### src/logic/pcie_app_pkg.sv
// --------------------
// Stream lengths and source addresses are assumed to be multiples of 8 bytes
// --------------------

package pcie_app_pkg;

  // Sizes
  localparam int NUM_STRM     = 4;
  localparam int ADDR_W       = 32;
  localparam int DATA_W       = 64;
  localparam int LEN_W        = 12;
  localparam int REG_ADDR_W   = 10;
  localparam int MAX_RD_BYTES = 128;
  localparam logic [7:0] TAG_BASE = 8'd4;

  // Stream buffer holds one full read request
  localparam int BUF_DEPTH  = MAX_RD_BYTES / (DATA_W / 8);
  localparam int BUF_AW     = $clog2(BUF_DEPTH);
  localparam int WCNT_W     = $clog2(BUF_DEPTH + 1);
  localparam int STRM_IDX_W = $clog2(NUM_STRM);

  // Register word addresses, per-stream pairs start at REG_SRC_BASE
  typedef enum logic [REG_ADDR_W-1:0] {
    REG_CTRL     = 10'd0,
    REG_STATUS   = 10'd1,
    REG_SRC_BASE = 10'd8,
    REG_LEN_BASE = 10'd9
  } reg_addr_e;

  typedef enum logic [1:0] {
    STRM_IDLE,
    STRM_REQ,
    STRM_DATA,
    STRM_DRAIN
  } strm_state_e;

  typedef struct packed {
    logic [ADDR_W-1:0] addr;
    logic [LEN_W-1:0]  len;
    logic [7:0]        tag;
  } rd_req_t;

  typedef struct packed {
    logic [ADDR_W-1:0] src_addr;
    logic [31:0]       byte_len;
  } strm_cfg_t;

endpackage

### src/logic/pcie_reg_file.sv
// --------------------
// Source and length must not change while the stream's enable bit is set
// --------------------

`timescale 1ns/100ps

module pcie_reg_file (
  input  logic                                   clk_i,
  input  logic                                   rst_i,
  input  logic                                   reg_wr_i,
  input  logic                                   reg_rd_i,
  input  logic [pcie_app_pkg::REG_ADDR_W-1:0]    reg_addr_i,
  input  logic [31:0]                            reg_wdata_i,
  output logic [31:0]                            reg_rdata_o,
  output logic                                   reg_rd_ack_o,
  output logic [pcie_app_pkg::NUM_STRM-1:0]      strm_en_o,
  output pcie_app_pkg::strm_cfg_t [pcie_app_pkg::NUM_STRM-1:0] strm_cfg_o,
  input  logic [pcie_app_pkg::NUM_STRM-1:0]      strm_done_i
);

  import pcie_app_pkg::*;

  logic [NUM_STRM-1:0]             ctrl_q;
  logic [NUM_STRM-1:0]             ctrl_nxt;
  logic [NUM_STRM-1:0]             status_q;
  logic [NUM_STRM-1:0]             status_nxt;
  strm_cfg_t [NUM_STRM-1:0]        cfg_q;
  logic [31:0]                     rd_mux;
  logic [31:0]                     rdata_q;
  logic                            rd_ack_q;

  // --------------------
  // Control and status
  // --------------------
  always_comb
  begin
    ctrl_nxt   = ctrl_q;
    status_nxt = status_q;
    if (reg_wr_i && reg_addr_i == REG_CTRL)
      ctrl_nxt = reg_wdata_i[NUM_STRM-1:0];
    // Write 1 to clear
    if (reg_wr_i && reg_addr_i == REG_STATUS)
      status_nxt = status_q & ~reg_wdata_i[NUM_STRM-1:0];
    // Done pulse wins over both writes
    ctrl_nxt   = ctrl_nxt & ~strm_done_i;
    status_nxt = status_nxt | strm_done_i;
  end

  always_ff @(posedge clk_i)
  begin
    if (rst_i)
    begin
      ctrl_q   <= '0;
      status_q <= '0;
    end
    else
    begin
      ctrl_q   <= ctrl_nxt;
      status_q <= status_nxt;
    end
  end

  // --------------------
  // Per-stream source and length
  // --------------------
  always_ff @(posedge clk_i)
  begin
    if (reg_wr_i)
    begin
      for (int n = 0; n < NUM_STRM; n++)
      begin
        if (reg_addr_i == REG_ADDR_W'(REG_SRC_BASE + 2 * n))
          cfg_q[n].src_addr <= reg_wdata_i;
        if (reg_addr_i == REG_ADDR_W'(REG_LEN_BASE + 2 * n))
          cfg_q[n].byte_len <= reg_wdata_i;
      end
    end
  end

  // --------------------
  // Read path
  // --------------------
  always_comb
  begin
    case (reg_addr_i)
      REG_CTRL:   rd_mux = 32'(ctrl_q);
      REG_STATUS: rd_mux = 32'(status_q);
      default:    rd_mux = '0;
    endcase
    for (int n = 0; n < NUM_STRM; n++)
    begin
      if (reg_addr_i == REG_ADDR_W'(REG_SRC_BASE + 2 * n))
        rd_mux = cfg_q[n].src_addr;
      if (reg_addr_i == REG_ADDR_W'(REG_LEN_BASE + 2 * n))
        rd_mux = cfg_q[n].byte_len;
    end
  end

  always_ff @(posedge clk_i)
  begin
    if (reg_rd_i)
      rdata_q <= rd_mux;
  end

  always_ff @(posedge clk_i)
  begin
    if (rst_i)
      rd_ack_q <= 1'b0;
    else
      rd_ack_q <= reg_rd_i;
  end

  assign reg_rdata_o  = rdata_q;
  assign reg_rd_ack_o = rd_ack_q;
  assign strm_en_o    = ctrl_q;
  assign strm_cfg_o   = cfg_q;

endmodule

### src/logic/user_pcie_stream_gen.sv
// --------------------
// One request in flight, completions for it must arrive in address order
// --------------------

`timescale 1ns/100ps

module user_pcie_stream_gen #(
  parameter int STRM_ID = 0
) (
  input  logic                             clk_i,
  input  logic                             rst_i,
  input  logic                             en_i,
  input  pcie_app_pkg::strm_cfg_t          cfg_i,
  output logic                             done_o,
  output pcie_app_pkg::rd_req_t            rd_req_o,
  output logic                             rd_req_valid_o,
  input  logic                             rd_req_ack_i,
  input  logic                             cpl_valid_i,
  input  logic [7:0]                       cpl_tag_i,
  input  logic [pcie_app_pkg::DATA_W-1:0]  cpl_data_i,
  output logic                             strm_valid_o,
  input  logic                             strm_ack_i,
  output logic [pcie_app_pkg::DATA_W-1:0]  strm_data_o
);

  import pcie_app_pkg::*;

  strm_state_e          state_q;
  logic [31:0]          issued_q;
  logic [31:0]          remain;
  logic [LEN_W-1:0]     req_len;
  logic [WCNT_W-1:0]    words_left_q;
  logic [7:0]           strm_tag;
  logic                 xfer_end;
  logic                 push;
  logic                 pop;
  logic [DATA_W-1:0]    buf_mem [BUF_DEPTH];
  logic [BUF_AW-1:0]    wr_ptr_q;
  logic [BUF_AW-1:0]    rd_ptr_q;
  logic [WCNT_W-1:0]    fifo_cnt_q;

  assign strm_tag = TAG_BASE + 8'(STRM_ID);
  assign remain   = cfg_i.byte_len - issued_q;
  assign req_len  = (remain > 32'(MAX_RD_BYTES)) ? LEN_W'(MAX_RD_BYTES) : remain[LEN_W-1:0];
  assign xfer_end = (issued_q == cfg_i.byte_len);

  assign rd_req_valid_o = (state_q == STRM_REQ);
  assign rd_req_o.addr  = cfg_i.src_addr + issued_q;
  assign rd_req_o.len   = req_len;
  assign rd_req_o.tag   = strm_tag;

  // Ends in the same edge that returns to idle
  assign done_o = (state_q == STRM_DRAIN) && (fifo_cnt_q == '0) && xfer_end;

  // --------------------
  // Request sequencing
  // --------------------
  always_ff @(posedge clk_i)
  begin
    if (rst_i)
    begin
      state_q      <= STRM_IDLE;
      issued_q     <= '0;
      words_left_q <= '0;
    end
    else
    begin
      case (state_q)
        STRM_IDLE:
          if (en_i)
          begin
            issued_q <= '0;
            state_q  <= STRM_DRAIN;
          end
        STRM_REQ:
          if (rd_req_ack_i)
          begin
            issued_q     <= issued_q + 32'(req_len);
            words_left_q <= WCNT_W'(req_len >> 3);
            state_q      <= STRM_DATA;
          end
        STRM_DATA:
          if (push)
          begin
            words_left_q <= words_left_q - 1'b1;
            if (words_left_q == WCNT_W'(1))
              state_q <= STRM_DRAIN;
          end
        STRM_DRAIN:
          // Next request only once the buffer is empty
          if (fifo_cnt_q == '0)
            state_q <= xfer_end ? STRM_IDLE : STRM_REQ;
        default:
          state_q <= STRM_IDLE;
      endcase
    end
  end

  // --------------------
  // Stream buffer
  // --------------------
  assign push = (state_q == STRM_DATA) && cpl_valid_i && (cpl_tag_i == strm_tag);
  assign pop  = strm_valid_o && strm_ack_i;

  always_ff @(posedge clk_i)
  begin
    if (push)
      buf_mem[wr_ptr_q] <= cpl_data_i;
  end

  always_ff @(posedge clk_i)
  begin
    if (rst_i)
    begin
      wr_ptr_q   <= '0;
      rd_ptr_q   <= '0;
      fifo_cnt_q <= '0;
    end
    else
    begin
      if (push)
        wr_ptr_q <= wr_ptr_q + 1'b1;
      if (pop)
        rd_ptr_q <= rd_ptr_q + 1'b1;
      fifo_cnt_q <= fifo_cnt_q + WCNT_W'(push) - WCNT_W'(pop);
    end
  end

  assign strm_valid_o = (fifo_cnt_q != '0);
  assign strm_data_o  = buf_mem[rd_ptr_q];

endmodule

### src/logic/user_dma_req_arbiter.sv
// --------------------
// Requesters hold their level until acked, one grant is open at a time
// --------------------

`timescale 1ns/100ps

module user_dma_req_arbiter (
  input  logic                                  clk_i,
  input  logic                                  rst_i,
  input  logic [pcie_app_pkg::NUM_STRM-1:0]     slv_req_i,
  input  pcie_app_pkg::rd_req_t [pcie_app_pkg::NUM_STRM-1:0] slv_req_data_i,
  output logic [pcie_app_pkg::NUM_STRM-1:0]     slv_ack_o,
  output pcie_app_pkg::rd_req_t                 rd_req_o,
  output logic                                  rd_req_valid_o,
  input  logic                                  rd_req_ack_i
);

  import pcie_app_pkg::*;

  logic [STRM_IDX_W-1:0] last_q;
  logic [STRM_IDX_W-1:0] gnt_q;
  logic [STRM_IDX_W-1:0] pick;
  logic                  pick_vld;
  logic                  busy_q;
  rd_req_t               req_q;

  // First requester after the last grant
  always_comb
  begin
    pick     = last_q;
    pick_vld = 1'b0;
    for (int i = 1; i <= NUM_STRM; i++)
    begin
      if (!pick_vld && slv_req_i[(int'(last_q) + i) % NUM_STRM])
      begin
        pick     = STRM_IDX_W'((int'(last_q) + i) % NUM_STRM);
        pick_vld = 1'b1;
      end
    end
  end

  always_ff @(posedge clk_i)
  begin
    if (rst_i)
    begin
      busy_q <= 1'b0;
      gnt_q  <= '0;
      last_q <= STRM_IDX_W'(NUM_STRM - 1);
    end
    else if (!busy_q)
    begin
      if (pick_vld)
      begin
        busy_q <= 1'b1;
        gnt_q  <= pick;
      end
    end
    else if (rd_req_ack_i)
    begin
      busy_q <= 1'b0;
      last_q <= gnt_q;
    end
  end

  // Request payload captured at grant
  always_ff @(posedge clk_i)
  begin
    if (!busy_q && pick_vld)
      req_q <= slv_req_data_i[pick];
  end

  always_comb
  begin
    slv_ack_o = '0;
    if (busy_q && rd_req_ack_i)
      slv_ack_o[gnt_q] = 1'b1;
  end

  assign rd_req_o       = req_q;
  assign rd_req_valid_o = busy_q;

endmodule

### src/logic/pcie_app.sv
// --------------------
// System-to-user read path only, no TLP layer
// --------------------

`timescale 1ns/100ps

module pcie_app (
  input  logic                                  clk_i,
  input  logic                                  rst_i,
  // Host register port
  input  logic                                  reg_wr_i,
  input  logic                                  reg_rd_i,
  input  logic [pcie_app_pkg::REG_ADDR_W-1:0]   reg_addr_i,
  input  logic [31:0]                           reg_wdata_i,
  output logic [31:0]                           reg_rdata_o,
  output logic                                  reg_rd_ack_o,
  // Read requests out
  output pcie_app_pkg::rd_req_t                 rd_req_o,
  output logic                                  rd_req_valid_o,
  input  logic                                  rd_req_ack_i,
  // Completions in
  input  logic                                  cpl_valid_i,
  input  logic [7:0]                            cpl_tag_i,
  input  logic [pcie_app_pkg::DATA_W-1:0]       cpl_data_i,
  // User streams
  output logic [pcie_app_pkg::NUM_STRM-1:0]     strm_valid_o,
  input  logic [pcie_app_pkg::NUM_STRM-1:0]     strm_ack_i,
  output logic [pcie_app_pkg::NUM_STRM-1:0][pcie_app_pkg::DATA_W-1:0] strm_data_o
);

  import pcie_app_pkg::*;

  logic [NUM_STRM-1:0]      strm_en;
  strm_cfg_t [NUM_STRM-1:0] strm_cfg;
  logic [NUM_STRM-1:0]      strm_done;
  logic [NUM_STRM-1:0]      gen_req;
  rd_req_t [NUM_STRM-1:0]   gen_req_data;
  logic [NUM_STRM-1:0]      gen_ack;

  pcie_reg_file reg_file_i (
    .clk_i        (clk_i),
    .rst_i        (rst_i),
    .reg_wr_i     (reg_wr_i),
    .reg_rd_i     (reg_rd_i),
    .reg_addr_i   (reg_addr_i),
    .reg_wdata_i  (reg_wdata_i),
    .reg_rdata_o  (reg_rdata_o),
    .reg_rd_ack_o (reg_rd_ack_o),
    .strm_en_o    (strm_en),
    .strm_cfg_o   (strm_cfg),
    .strm_done_i  (strm_done)
  );

  for (genvar n = 0; n < NUM_STRM; n++)
  begin : gen_strm
    user_pcie_stream_gen #(
      .STRM_ID (n)
    ) psg_i (
      .clk_i          (clk_i),
      .rst_i          (rst_i),
      .en_i           (strm_en[n]),
      .cfg_i          (strm_cfg[n]),
      .done_o         (strm_done[n]),
      .rd_req_o       (gen_req_data[n]),
      .rd_req_valid_o (gen_req[n]),
      .rd_req_ack_i   (gen_ack[n]),
      .cpl_valid_i    (cpl_valid_i),
      .cpl_tag_i      (cpl_tag_i),
      .cpl_data_i     (cpl_data_i),
      .strm_valid_o   (strm_valid_o[n]),
      .strm_ack_i     (strm_ack_i[n]),
      .strm_data_o    (strm_data_o[n])
    );
  end

  user_dma_req_arbiter dra_i (
    .clk_i          (clk_i),
    .rst_i          (rst_i),
    .slv_req_i      (gen_req),
    .slv_req_data_i (gen_req_data),
    .slv_ack_o      (gen_ack),
    .rd_req_o       (rd_req_o),
    .rd_req_valid_o (rd_req_valid_o),
    .rd_req_ack_i   (rd_req_ack_i)
  );

endmodule

### config.mk
export PLATFORM = sky130hd
export DESIGN_NAME = pcie_app
export DESIGN_NICKNAME = d
export VERILOG_FILES = /design/src/logic/pcie_app_pkg.sv /design/src/logic/pcie_reg_file.sv /design/src/logic/user_pcie_stream_gen.sv /design/src/logic/user_dma_req_arbiter.sv /design/src/logic/pcie_app.sv
export SDC_FILE = /design/constraint.sdc
export NUM_CORES = 2
export LEC_CHECK = 0
export BUFFER_PORTS_ARGS = -buffer_cell sky130_fd_sc_hd__buf_4
export CORE_MARGIN = 8
export CORE_UTILIZATION = 56
export CTS_BUF_LIST = sky130_fd_sc_hd__clkbuf_16
export CTS_CLUSTER_SIZE = 24
export DETAILED_ROUTE_END_ITERATION = 7
export HOLD_SLACK_MARGIN = 0.08
export PLACE_DENSITY_LB_ADDON = 0.2
export SYNTH_ARGS = -nofsm -noshare
export SYNTH_HDL_FRONTEND = slang
export SYNTH_SLANG_ARGS = --single-unit
### constraint.sdc
create_clock -name clk_i -period 6.5 [get_ports clk_i]
set_input_delay 0 -clock clk_i [delete_from_list [all_inputs] [get_ports clk_i]]
set_output_delay 0 -clock clk_i [all_outputs]
set_load 0.1 [all_outputs]
==> impl_results.md <==
- Status: completed
- Slowest cell delay on critical path: 0.51 ns
- Area occupied by multi-input gates: 53600 um2
- Worst-Margin Slew: 1.47 ns
- Layout fillers: 23.0k
- Fmax: between 150 and 200 MHz
- Storage cell area: about 140000 um2
- Worst setup SP type: flip-flop
- Final GP Congestion: approximately 0.99
- Layout area overhead: 14.7%
- Rows: 215
- HPWL Detailed: 323 mm
- Crit path max-delay cell type: or4b_4
- CTS Buf Count: 454
- Commonest non-fill, non-tap cell in the layout: edfxtp_1
- Clk buf depth: 4
- Initial Util: 0.563
- Die X: 603 um
- Share of the synthesized area in the top cell type: 0.688
- CTS clock-pin slew for the worst setup and hold paths: 0.06 ns
- Die area: 364000 um2
- Placed cell areas: roughly 200000 um2
- Fin cells: 16.2k
- Total gr overflow: 0
- Top_reg_cell synth: edfxtp_1
- Pre-antenna DRT Iters: 6
- Fin crit period: between 6 and 7 ns
- Final worst slack: 0.226 ns
- CORE AREA: 343000 um2
- Leakage power: 0.0717 uW
- Final Skew: 0.0700 ns
- Total wire length: 544 mm
- Layout cell share with drive strength beyond 1: 0.260
- Die height: roughly 600 um
- Detail Route Antenna Nets: 0
- Slew Limit Fails: 0
- Setup CP Type: flip-flop to flip-flop
- Worst slack, placed: -0.395 ns
- Logic pwr share: 0.245
- Number of port buffers: 463
- Max-Cap Viols: 0
- Largest net degree at the start of global routing: 151
- CP most frequent cell: a21oi_2
- Worst-Skew Late Latency: 0.98 ns
- Slew HR: 0.0154
- Async SR Flop Fraction: 0
- Count of flip-flops with a built-in enable after synthesis: about 4.4k
- Global Route Usage Sum: 0.293
- Cell Area, Synth: slightly below 200000 um2
- Placed Cells: 15.1k
- Largest fanout on the critical path: 8
- Layout Utilization: 0.646
- Sw Share: 0.309
- WL/cell: 33.6 um
- Yosys warnings: 0
- Synth Area per Inst: ~19 um2
- Switch Pwr: between 20000 and 25000 uW
- Final net count: roughly 12k
- Setup crit end kind: flip-flop
- Drt first-iter violations: 13.6k
- Initial antenna violation count: 33
- Synth top area cells: edfxtp_1 69%, mux4_2 15%, dfxtp_1 2.5%
- First-pass GRT wire length: 767 mm
- CTS root buffer: clkbuf_16
- Final instance area: 222000 um2
- Clock power frac: 0.327
- I/O Pins: 470
- Cell internal pwr: 54700 uW
- TritonCTS clock tree: built
- Final worst-path cycle share: 0.965
- Pwr Density: 357 nW/um2
- Register area share after synthesis: 0.713
- Worst EP required: 7.34 ns
- Post-Synthesis Cells: just over 10k
- H-tree depth: 5
- Post-synth top area cell: edfxtp_1
- Post-route DRC: 0
- HP Class: input pin to flip-flop
- Synthesis-stage register bit count: between 4k and 5k
- Via count: 106k
- Vias in the first global route: 107k
- Distinct cells, synth: 110
- Via density: 6.57
- Most frequent cells in the layout: 4430 x edfxtp_1, 1281 x mux4_2, 785 x buf_4, 463 x clkbuf_16, 405 x inv_1
- Register share of total power: 0.429
- Crit path arrival time: 7.11 ns
- Clk sinks: ~4.7k
- Final Hold Viols: 0
- Max VDD drop: roughly 670 uV
- Final setup viols: 0
power by group through the flow:
stage	clock network (uW)	logic [uW]	registers (uW)
2_1_floorplan	0	13400	35300
4_1_cts	26200	19500	34000
3_5_place_dp	0	19300	34600
6_report	25900	19400	34000
5_1_grt	27300	20200	34000
3_3_place_gp	0	19100	34600
worst paths after layout:
check	startpoint	end	slack [ns]	cells past startpoint
min reg2reg	gen_strm[1].psg_i.words_left_q[3]$_SDFFE_PP0P_	gen_strm[1].psg_i.words_left_q[3]$_SDFFE_PP0P_	0.50	2
min	cpl_data_i[19]	gen_strm[2].psg_i.buf_mem[1][19]$_DFFE_PP_	0.18	2
max	reg_file_i.strm_cfg_o[0]$_DFFE_PP_	gen_strm[0].psg_i.issued_q[22]$_SDFFE_PP0P_	0.23	30
max reg2reg	reg_file_i.strm_cfg_o[0]$_DFFE_PP_	gen_strm[0].psg_i.issued_q[22]$_SDFFE_PP0P_	0.23	30
kinds of logic (layout without fill, tap and decap cells):
group	after synthesis	after routing	share of synthesized area
muxes	1326	1326	0.152
buffers and inverters	768	2170	0.0152
DFF	4668	4668	0.713
AOI/OAI and AO/OA	1344	1345	0.0464
other	2	39	0.0000389
xor gates and xnor gates	282	282	0.0128
adders and majority gates	376	376	0.0250
and+or+nand+nor	1403	1403	0.0358
per-layer routing:
metal | wire length, um | global-route usage
met1 | 201000 | 0.393
met2 | 264000 | 0.478
met3 | 48500 | 0.0439
met4 | 30500 | 0.138
met5 | 23 | 0
cells in the mapped netlist, types with 9 or more instances:
cell type,n
a211o_1,13
a211oi_1,56
a21o_1,121
a21oi_1,368
a221oi_1,13
a22o_1,16
a22oi_1,140
a31o_2,10
a31oi_1,37
and2_1,36
and3_1,43
and4_1,9
buf_1,116
buf_4,10
clkbuf_1,310
dfxtp_1,238
edfxtp_1,4430
fa_1,16
ha_1,360
inv_1,319
mux2_2,9
mux2i_1,36
mux4_2,1281
nand2_1,300
nand2b_1,51
nand3_1,115
nand4_1,102
nor2_1,412
nor2b_1,51
nor3_1,100
nor4_1,36
o2111ai_1,9
o211ai_1,49
o21a_1,47
o21ai_0,221
o21bai_1,59
o22ai_1,9
o31a_1,15
o31ai_1,32
or2_2,9
or3_1,68
or4_1,16
xnor2_1,184
xor2_1,97
layout make-up:
class	count	area share
Multi-Input combinational cell	4758	0.242
Inverter	321	0.00543
Tap cell	4557	0.0257
Clock buffer	463	0.0523
Timing Repair Buffer	1006	0.0391
Clock inverter	380	0.0138
Antenna cell	13	0.000147
Sequential cell	4668	0.622
stage by stage:
step | total power [uW] | hold slack, ns | TNS [ns]
final | 79200 | 0.177 | 0
after global routing | 81500 | 0.168 | -0.128
after CTS | 79600 | 0.0983 | 0
after detailed placement | 53900 | 0.323 | -3.76
after global placement | 53700 | 0.320 | -2.07
after floorplan | 48700 | 0.0989 | 0
worst max-delay path: cells and delay by family, from the launching register on:
kind                       cells  cell delay (ns)
xor gates and xnor gates       1             0.15
adders and majority gates      3             0.56
DFF                            1             0.44
AOI/OAI and AO/OA             15             2.69
buffers and inverters          3             0.48
and+or+nand+nor                8             1.83
flip-flops by register name, summed over array words and instances (netlist names), named ones only:
register and cells:
dra_i.gnt_q 2, dra_i.rd_req_valid_o 1, reg_file_i.strm_cfg_o 256, reg_file_i.strm_en_o 4
reg_file_i.reg_rdata_o 32, gen_strm.psg_i.wr_ptr_q 16, gen_strm.psg_i.state_q 8, gen_strm.psg_i.rd_ptr_q 16
gen_strm.psg_i.buf_mem 4096, gen_strm.psg_i.fifo_cnt_q 20, reg_file_i.reg_rd_ack_o 1, dra_i.rd_req_o 46
gen_strm.psg_i.words_left_q 20, dra_i.last_q 2, gen_strm.psg_i.issued_q 128, reg_file_i.status_q 4
what timing repair did:
action	in CTS	in global routing
resized for setup	11	98
pin swaps	2	42
endpoints found under the setup margin	38	76
endpoints found under the hold margin	4777	0
gates cloned	0	2
hold buffers	161	0
setup buffers	1	21
Note: power is estimated with default switching activity, not from simulation.
